<file path="src/trace_repo_config.svh">
`ifndef TRACE_REPO_CONFIG_SVH
`define TRACE_REPO_CONFIG_SVH

// Width of the memory address carried in each trace word
`define TRACE_ADDR_W 16

// Width of the instruction carried in each trace word
`define TRACE_INSTR_W 32

// The trace memory holds 2**TRACE_DEPTH_LOG2 entries
`define TRACE_DEPTH_LOG2 4

// Width of each commit outcome counter
`define EVENT_COUNT_W 16

`endif

</file>
<file path="src/trace_repo_pkg.sv">
`default_nettype none

`include "trace_repo_config.svh"

package trace_repo_pkg;

    // Field view of a trace word, address in the upper bits
    typedef struct packed {
        bit [`TRACE_ADDR_W-1:0]  addr;
        bit [`TRACE_INSTR_W-1:0] instr;
    } trace_fields_t;

    // The memory handles a trace word as one raw word, the replay side decodes the fields
    typedef union packed {
        bit [`TRACE_ADDR_W+`TRACE_INSTR_W-1:0] raw;
        trace_fields_t                         fields;
    } trace_word_u;

    typedef bit [`TRACE_DEPTH_LOG2-1:0] trace_index_t;

    // One extra bit so that a completely full store can be counted
    typedef bit [`TRACE_DEPTH_LOG2:0] trace_count_t;

    typedef bit [`EVENT_COUNT_W-1:0] event_count_t;

endpackage

`default_nettype wire

</file>
<file path="src/trace_capture.sv">
`default_nettype none

`include "trace_repo_config.svh"

module trace_capture (
    input  wire                          clk,
    input  wire                          rst_n,
    input  bit                           lock_i,
    input  bit                           capture_en_i,
    input  bit                           trace_ready_i,
    input  trace_repo_pkg::trace_word_u  trace_word_i,
    output bit                           wr_en_o,
    output trace_repo_pkg::trace_index_t wr_index_o,
    output trace_repo_pkg::trace_word_u  wr_word_o,
    output trace_repo_pkg::trace_count_t captured_count_o
);

    import trace_repo_pkg::*;

    localparam int unsigned SLOTS = 1 << `TRACE_DEPTH_LOG2;

    // Number of strobes accepted so far, which runs one cycle ahead of the stored count
    trace_count_t accepted_q;
    bit           accept;

    assign accept = !lock_i && capture_en_i && trace_ready_i && (accepted_q != SLOTS);

    always_ff @(posedge clk)
    begin
        if (!rst_n)
        begin
            accepted_q       <= '0;
            wr_en_o          <= 1'b0;
            captured_count_o <= '0;
        end
        else
        begin
            wr_en_o <= accept;
            if (accept)
            begin
                accepted_q <= accepted_q + 1'b1;
            end
            // The entry only counts as captured once its write has reached the store
            if (wr_en_o)
            begin
                captured_count_o <= captured_count_o + 1'b1;
            end
        end
    end

    always_ff @(posedge clk)
    begin
        if (accept)
        begin
            wr_index_o <= accepted_q[`TRACE_DEPTH_LOG2-1:0];
            wr_word_o  <= trace_word_i;
        end
    end

    // Once lock has been high for a full cycle there is no write left in flight
    a_no_write_when_locked: assert property (
        @(posedge clk) disable iff (!rst_n)
        (lock_i && $past(lock_i)) |-> !wr_en_o
    );

endmodule

`default_nettype wire

</file>
<file path="src/trace_store.sv">
`default_nettype none

`include "trace_repo_config.svh"

module trace_store (
    input  wire                          clk,
    input  bit                           wr_en_i,
    input  trace_repo_pkg::trace_index_t wr_index_i,
    input  trace_repo_pkg::trace_word_u  wr_word_i,
    input  bit                           rd_en_i,
    input  trace_repo_pkg::trace_index_t rd_index_i,
    output trace_repo_pkg::trace_word_u  rd_word_o
);

    localparam int unsigned SLOTS  = 1 << `TRACE_DEPTH_LOG2;
    localparam int unsigned WORD_W = `TRACE_ADDR_W + `TRACE_INSTR_W;

    // The memory keeps only the raw view of each word
    bit [WORD_W-1:0] mem [SLOTS];

    always_ff @(posedge clk)
    begin
        if (wr_en_i)
        begin
            mem[wr_index_i] <= wr_word_i.raw;
        end
    end

    // Registered read port, data follows rd_en_i by one cycle
    always_ff @(posedge clk)
    begin
        if (rd_en_i)
        begin
            rd_word_o.raw <= mem[rd_index_i];
        end
    end

    // Replay only reads slots that capture has already finished writing
    a_no_rw_collision: assert property (
        @(posedge clk)
        !(wr_en_i && rd_en_i && (wr_index_i == rd_index_i))
    );

endmodule

`default_nettype wire

</file>
<file path="src/trace_replay.sv">
`default_nettype none

`include "trace_repo_config.svh"

module trace_replay (
    input  wire                          clk,
    input  wire                          rst_n,
    input  bit                           lock_i,
    input  bit                           trace_req_i,
    input  bit                           mark_done_i,
    input  bit                           hit_i,
    input  bit                           store_i,
    input  trace_repo_pkg::trace_count_t captured_count_i,
    output bit                           rd_en_o,
    output trace_repo_pkg::trace_index_t rd_index_o,
    input  trace_repo_pkg::trace_word_u  rd_word_i,
    output bit [`TRACE_ADDR_W-1:0]       trace_addr_o,
    output bit [`TRACE_INSTR_W-1:0]      trace_instr_o,
    output trace_repo_pkg::trace_index_t trace_index_o,
    output bit                           entry_valid_o,
    output bit                           mark_done_valid_o,
    output bit                           processing_complete_o,
    output trace_repo_pkg::event_count_t hit_load_count_o,
    output trace_repo_pkg::event_count_t hit_store_count_o,
    output trace_repo_pkg::event_count_t miss_load_count_o,
    output trace_repo_pkg::event_count_t miss_store_count_o
);

    import trace_repo_pkg::*;

    typedef enum bit [1:0] {
        ST_LISTEN,
        ST_FETCH,
        ST_READY
    } replay_state_e;

    replay_state_e state_q;

    // Entries read out of the store, handed out, and committed
    trace_count_t prefetch_count_q;
    trace_count_t replay_count_q;
    trace_count_t commit_count_q;

    // High in the cycle the store presents the requested word
    bit          rd_done_q;
    trace_word_u entry_q;
    bit          hand_out;
    bit          commit_ok;

    assign rd_index_o = prefetch_count_q[`TRACE_DEPTH_LOG2-1:0];
    assign hand_out   = (state_q == ST_READY) && lock_i && trace_req_i;

    // Only entries already handed out may be committed, one pulse at a time
    assign commit_ok = lock_i && mark_done_i && !mark_done_valid_o &&
                       (commit_count_q < replay_count_q);

    assign processing_complete_o = lock_i && (captured_count_i != '0) &&
                                   (commit_count_q == captured_count_i);

    always_ff @(posedge clk)
    begin
        if (!rst_n)
        begin
            state_q          <= ST_LISTEN;
            prefetch_count_q <= '0;
            replay_count_q   <= '0;
            rd_en_o          <= 1'b0;
            rd_done_q        <= 1'b0;
            entry_valid_o    <= 1'b0;
        end
        else
        begin
            rd_en_o       <= 1'b0;
            rd_done_q     <= rd_en_o;
            entry_valid_o <= 1'b0;
            unique case (state_q)
                ST_LISTEN:
                begin
                    // Prefetch the next entry as soon as one is stored and unreplayed
                    if (lock_i && (prefetch_count_q < captured_count_i))
                    begin
                        rd_en_o <= 1'b1;
                        state_q <= ST_FETCH;
                    end
                end
                ST_FETCH:
                begin
                    if (rd_done_q)
                    begin
                        prefetch_count_q <= prefetch_count_q + 1'b1;
                        state_q          <= ST_READY;
                    end
                end
                ST_READY:
                begin
                    if (hand_out)
                    begin
                        entry_valid_o  <= 1'b1;
                        replay_count_q <= replay_count_q + 1'b1;
                        state_q        <= ST_LISTEN;
                    end
                end
                default:
                begin
                    state_q <= ST_LISTEN;
                end
            endcase
        end
    end

    // Prefetched word and the held output fields
    always_ff @(posedge clk)
    begin
        if ((state_q == ST_FETCH) && rd_done_q)
        begin
            entry_q <= rd_word_i;
        end
        if (hand_out)
        begin
            trace_addr_o  <= entry_q.fields.addr;
            trace_instr_o <= entry_q.fields.instr;
            trace_index_o <= replay_count_q[`TRACE_DEPTH_LOG2-1:0];
        end
    end

    always_ff @(posedge clk)
    begin
        if (!rst_n)
        begin
            commit_count_q     <= '0;
            mark_done_valid_o  <= 1'b0;
            hit_load_count_o   <= '0;
            hit_store_count_o  <= '0;
            miss_load_count_o  <= '0;
            miss_store_count_o <= '0;
        end
        else
        begin
            mark_done_valid_o <= commit_ok;
            if (commit_ok)
            begin
                commit_count_q <= commit_count_q + 1'b1;
                // Exactly one outcome class per committed entry
                unique case ({hit_i, store_i})
                    2'b10:   hit_load_count_o   <= hit_load_count_o + 1'b1;
                    2'b11:   hit_store_count_o  <= hit_store_count_o + 1'b1;
                    2'b00:   miss_load_count_o  <= miss_load_count_o + 1'b1;
                    default: miss_store_count_o <= miss_store_count_o + 1'b1;
                endcase
            end
        end
    end

    // Once everything captured has been replayed no further entry is handed out
    a_no_entry_after_end: assert property (
        @(posedge clk) disable iff (!rst_n)
        (replay_count_q == captured_count_i) |=> !entry_valid_o
    );

    a_commit_le_replay: assert property (
        @(posedge clk) disable iff (!rst_n)
        commit_count_q <= replay_count_q
    );

endmodule

`default_nettype wire

</file>
<file path="src/trace_repository.sv">
`default_nettype none

`include "trace_repo_config.svh"

module trace_repository (
    input  wire                          clk,
    input  wire                          rst_n,
    input  bit                           lock_i,
    input  bit                           capture_en_i,
    input  bit                           trace_ready_i,
    input  bit [`TRACE_ADDR_W-1:0]       trace_addr_i,
    input  bit [`TRACE_INSTR_W-1:0]      trace_instr_i,
    input  bit                           trace_req_i,
    input  bit                           mark_done_i,
    input  bit                           hit_i,
    input  bit                           store_i,
    output bit [`TRACE_ADDR_W-1:0]       trace_addr_o,
    output bit [`TRACE_INSTR_W-1:0]      trace_instr_o,
    output trace_repo_pkg::trace_index_t trace_index_o,
    output bit                           entry_valid_o,
    output bit                           mark_done_valid_o,
    output bit                           processing_complete_o,
    output trace_repo_pkg::event_count_t hit_load_count_o,
    output trace_repo_pkg::event_count_t hit_store_count_o,
    output trace_repo_pkg::event_count_t miss_load_count_o,
    output trace_repo_pkg::event_count_t miss_store_count_o
);

    import trace_repo_pkg::*;

    trace_word_u  trace_word;
    bit           wr_en;
    trace_index_t wr_index;
    trace_word_u  wr_word;
    trace_count_t captured_count;
    bit           rd_en;
    trace_index_t rd_index;
    trace_word_u  rd_word;

    // Incoming address and instruction are combined through the field view
    assign trace_word.fields = '{addr: trace_addr_i, instr: trace_instr_i};

    trace_capture u_capture (
        .clk              (clk),
        .rst_n            (rst_n),
        .lock_i           (lock_i),
        .capture_en_i     (capture_en_i),
        .trace_ready_i    (trace_ready_i),
        .trace_word_i     (trace_word),
        .wr_en_o          (wr_en),
        .wr_index_o       (wr_index),
        .wr_word_o        (wr_word),
        .captured_count_o (captured_count)
    );

    trace_store u_store (
        .clk        (clk),
        .wr_en_i    (wr_en),
        .wr_index_i (wr_index),
        .wr_word_i  (wr_word),
        .rd_en_i    (rd_en),
        .rd_index_i (rd_index),
        .rd_word_o  (rd_word)
    );

    trace_replay u_replay (
        .clk                   (clk),
        .rst_n                 (rst_n),
        .lock_i                (lock_i),
        .trace_req_i           (trace_req_i),
        .mark_done_i           (mark_done_i),
        .hit_i                 (hit_i),
        .store_i               (store_i),
        .captured_count_i      (captured_count),
        .rd_en_o               (rd_en),
        .rd_index_o            (rd_index),
        .rd_word_i             (rd_word),
        .trace_addr_o          (trace_addr_o),
        .trace_instr_o         (trace_instr_o),
        .trace_index_o         (trace_index_o),
        .entry_valid_o         (entry_valid_o),
        .mark_done_valid_o     (mark_done_valid_o),
        .processing_complete_o (processing_complete_o),
        .hit_load_count_o      (hit_load_count_o),
        .hit_store_count_o     (hit_store_count_o),
        .miss_load_count_o     (miss_load_count_o),
        .miss_store_count_o    (miss_store_count_o)
    );

endmodule

`default_nettype wire

</file>
<file path="config.mk">
export PLATFORM = sky130hd
export DESIGN_NAME = trace_repository
export DESIGN_NICKNAME = d
export VERILOG_FILES = /design/src/trace_repo_pkg.sv /design/src/trace_capture.sv /design/src/trace_store.sv /design/src/trace_replay.sv /design/src/trace_repository.sv
export VERILOG_INCLUDE_DIRS = /design/src
export SDC_FILE = /design/constraint.sdc
export NUM_CORES = 1
export LEC_CHECK = 0
export ABC_AREA = 0
export ABC_CLOCK_PERIOD_IN_PS = 16850
export BUFFER_PORTS_ARGS = -buffer_cell sky130_fd_sc_hd__buf_2
export CORE_UTILIZATION = 30
export CTS_CLUSTER_DIAMETER = 30
export DETAILED_ROUTE_END_ITERATION = 16
export SLEW_MARGIN = 10
export SYNTH_ARGS = -nofsm -noshare
export SYNTH_HDL_FRONTEND = slang
export SYNTH_SLANG_ARGS = --single-unit
export TNS_END_PERCENT = 20
</file>
<file path="constraint.sdc">
create_clock -name clk -period 16.85 [get_ports clk]
set_input_delay 0 -clock clk [delete_from_list [all_inputs] [get_ports clk]]
set_output_delay 0 -clock clk [all_outputs]
set_load 0.03 [all_outputs]
</file>
==> impl_metrics.env <==
export IMPL_maxCapViolCount=0
export IMPL_path_cells="buf_4, buf_4, mux4_2, nor2b_1, a211oi_1, a21oi_1"
export IMPL_cp_slowest_cell="buf_4"
export IMPL_synth_edf_count=968
export IMPL_p_leak_nw=16.3
export IMPL_p_switching_mw=1.45
export IMPL_drive_above_1_share_pct=30.2
export IMPL_fin_crit_sh_pct=21.2
export IMPL_internal_power_mw=5.63
export IMPL_hold_class="primary input to register"
export IMPL_layout_common_cells="edfxtp_1 (968), clkbuf_16 (205), mux4_2 (192)"
export IMPL_synthCells=1990
export IMPL_cp_required_ns=17.34
export IMPL_power_total_mw=7.07
export IMPL_layout_nets=2482
export IMPL_netSwitchingFraction_pct=20.4
export IMPL_power_frac_comb_pct=0.7
export IMPL_fin_crit_ns=3.58
export IMPL_use_met1_pct=18.1
export IMPL_rrSetupSlack_ns=13.27
export IMPL_die_area_sq_mm=0.135
export IMPL_yosysUniqueCellTypes=54
export IMPL_yosysSeqAreaShare_pct=77.6
export IMPL_first_pass_iters=7
export IMPL_antenna_cells=0
export IMPL_grt_start_max_net_pins=112
export IMPL_endpoint_kind="register"
export IMPL_fmax_ghz=0.279
export IMPL_layout_commonest_cell="edfxtp_1"
export IMPL_synth_seq_cells=1064
export IMPL_clock_skew_ns=0.0943
export IMPL_portBuffers=175
export IMPL_synth_top_area_share_pct=72.8
export IMPL_finalWorstSetupSlack_ns=13.27
export IMPL_maxSlewViolCount=0
export IMPL_place_congestion=0.765
export IMPL_hpwl_um=46300
export IMPL_cts_htree_levels=4
export IMPL_synth_main_ff_cell="edfxtp_1"
export IMPL_via_per_inst=4.76
export IMPL_antenna_found_initial=2
export IMPL_synth_warnings=0
export IMPL_cts_setup_buffers=0
export IMPL_arrival_ns=4.07
export IMPL_placed_cell_area_sq_mm=0.0430
export IMPL_p_seq_share_pct=41.1
export IMPL_tightest_slew_ns=1.12
export IMPL_clock_sinks=1064
export IMPL_setup_viol=0
export IMPL_fin_util_pct=38.9
export IMPL_pin_count=176
export IMPL_path_clk_slew_ns=0.05
export IMPL_cts_path_max_buffers=3
export IMPL_worstSetupPathType="register to register"
export IMPL_crit_top_cell="buf_4"
export IMPL_clkPwrFrac_pct=58.2
export IMPL_detail_route_wirelength_um=92600
export IMPL_worstPathMaxFanout=51
export IMPL_clk_latency_ns=0.81
export IMPL_die_x_um=367
export IMPL_start_kind="register"
export IMPL_final_hold_violation_count=0
export IMPL_coreArea_sq_mm=0.132
export IMPL_clockRootBuffer="clkbuf_16"
export IMPL_tns_ns=0
export IMPL_start_util_pct=30.3
export IMPL_grt_pass1_wl_um=138000
export IMPL_drc=0
export IMPL_status="completed"
export IMPL_synth_area_leader_cell="edfxtp_1"
export IMPL_fin_area_sq_mm=0.0512
export IMPL_grt_pass1_vias=21700
export IMPL_netlist_area_sq_mm=0.0400
export IMPL_core_rowCount=133
export IMPL_drt_initial_drc_count=1606
export IMPL_met2_usage_pct=22.4
export IMPL_grt_usage_pct=13.7
export IMPL_peakVddDrop_mv=0.0860
export IMPL_synth_nets=2066
export IMPL_gr_total_overflow=0
export IMPL_cellPowerDensity_mw_per_mm2=138
export IMPL_relSlewSlack_pct=25.3
export IMPL_busiest_layer="met2"
export IMPL_fillers=11800
export IMPL_via_count=20600
export IMPL_grtUsageMet3_pct=2.87
export IMPL_cts_resized=0
export IMPL_die_height_um=367
export IMPL_areaGrowthSynthToFinish_pct=28.2
export IMPL_avgSynthCellArea_sq_um=20.1
export IMPL_slowest_delay_ns=0.92
export IMPL_wl_per_cell_um=21.3
export IMPL_async_flop_share_pct=0
export IMPL_rsz0062_at_grt="false"
export IMPL_synthTopCellsByArea="edfxtp_1 (73%), mux4_2 (11%), dfxtp_1 (4.8%), mux2i_1 (1.4%), a211oi_1 (1.2%)"
export IMPL_cts_inserted_buffers=202
export IMPL_dp_slack_ns=13.16
export IMPL_cts_tree="built"
export IMPL_ant_nets=0
synthesized netlist by cell type (28+ instances only):
library cell and n:
a211oi_1 65, a21oi_1 83, clkbuf_1 56, dfxtp_1 96
edfxtp_1 968, mux2i_1 55, mux4_2 192, nand2_1 37
nand3_1 28, nor2_1 77, nor2b_1 51, xnor2_1 47
sequential cells by signal, indices dropped and copies added, names as in the netlist, 16 cells and up:
name and count:
u_store.mem 768, u_replay.trace_instr_o 32, u_replay.miss_load_count_o 16, u_replay.entry_q 48
u_replay.trace_addr_o 16, u_replay.hit_load_count_o 16, u_replay.miss_store_count_o 16, u_replay.hit_store_count_o 16
u_store.rd_word_o 48, u_capture.wr_word_o 48
area by class of cell:
cell class | instances | area, sq um | share of cell area, %
flip-flops and latches | 1064 | 31000 | 60.6
multi-input cells | 802 | 8560 | 16.7
clock buffers | 236 | 5300 | 10.3
well taps | 1755 | 2200 | 4.29
repair buffers | 311 | 2160 | 4.22
clock inverters | 145 | 1890 | 3.70
inverters | 25 | 93.8 | 0.183
timing repair:
action / CTS / global route
setup endpoints to repair: 0 / 0
hold buffers: 101 / 0
hold endpoints to repair: 94 / 0
metrics by stage:
| step | cells | hold slack (ns) |
|---|---|---|
| floorplan | 1990 | 0.0769 |
| global placement | 3856 | 0.183 |
| detailed placement | 3856 | 0.178 |
| CTS | 4338 | 0.0268 |
| global route | 4338 | 0.0697 |
| finish | 4338 | 0.0805 |
power by group through the flow:
stage / registers, mW / logic, mW / clock network (mW)
6_report: 2.91 / 0.0469 / 4.12
2_1_floorplan: 2.95 / 0.0123 / 0
3_3_place_gp: 2.95 / 0.0295 / 0
3_5_place_dp: 2.96 / 0.0300 / 0
5_1_grt: 2.91 / 0.0509 / 4.32
4_1_cts: 2.91 / 0.0478 / 4.19
layer usage:
layer,vias to the layer above,wire length (um)
met1,10800,40500
met4,2,1800
li1,9046,-
met2,672,45000
met3,150,5360
met5,-,13
critical path: cells and delay by family, from the launching register on:
kind            cells  cell delay (ns)
buf+inv             2             1.71
mux                 1             0.59
flops               1             0.45
compound gates      2             0.33
simple gates        1             0.14
cell families (layout without fill, tap and decap cells):
family | after synthesis | after routing | synth area share (%)
flops | 1064 | 1064 | 77.6
simple gates | 281 | 281 | 3.77
mux | 247 | 247 | 12.2
compound gates | 200 | 200 | 3.32
buf+inv | 124 | 717 | 1.33
xor+xnor | 55 | 55 | 1.21
fa+ha+maj | 19 | 19 | 0.595
path summary, 6_finish.rpt:
check                                from                     end  cells past startpoint
min                      trace_instr_i[6]  u_capture.wr_word_o[6]                      2
min reg2reg         u_store.rd_word_o[10]    u_replay.entry_q[10]                      0
max          u_replay.prefetch_count_q[0]   u_store.rd_word_o[21]                      6
max reg2reg  u_replay.prefetch_count_q[0]   u_store.rd_word_o[21]                      6
Power figures use the tool's default switching activity.
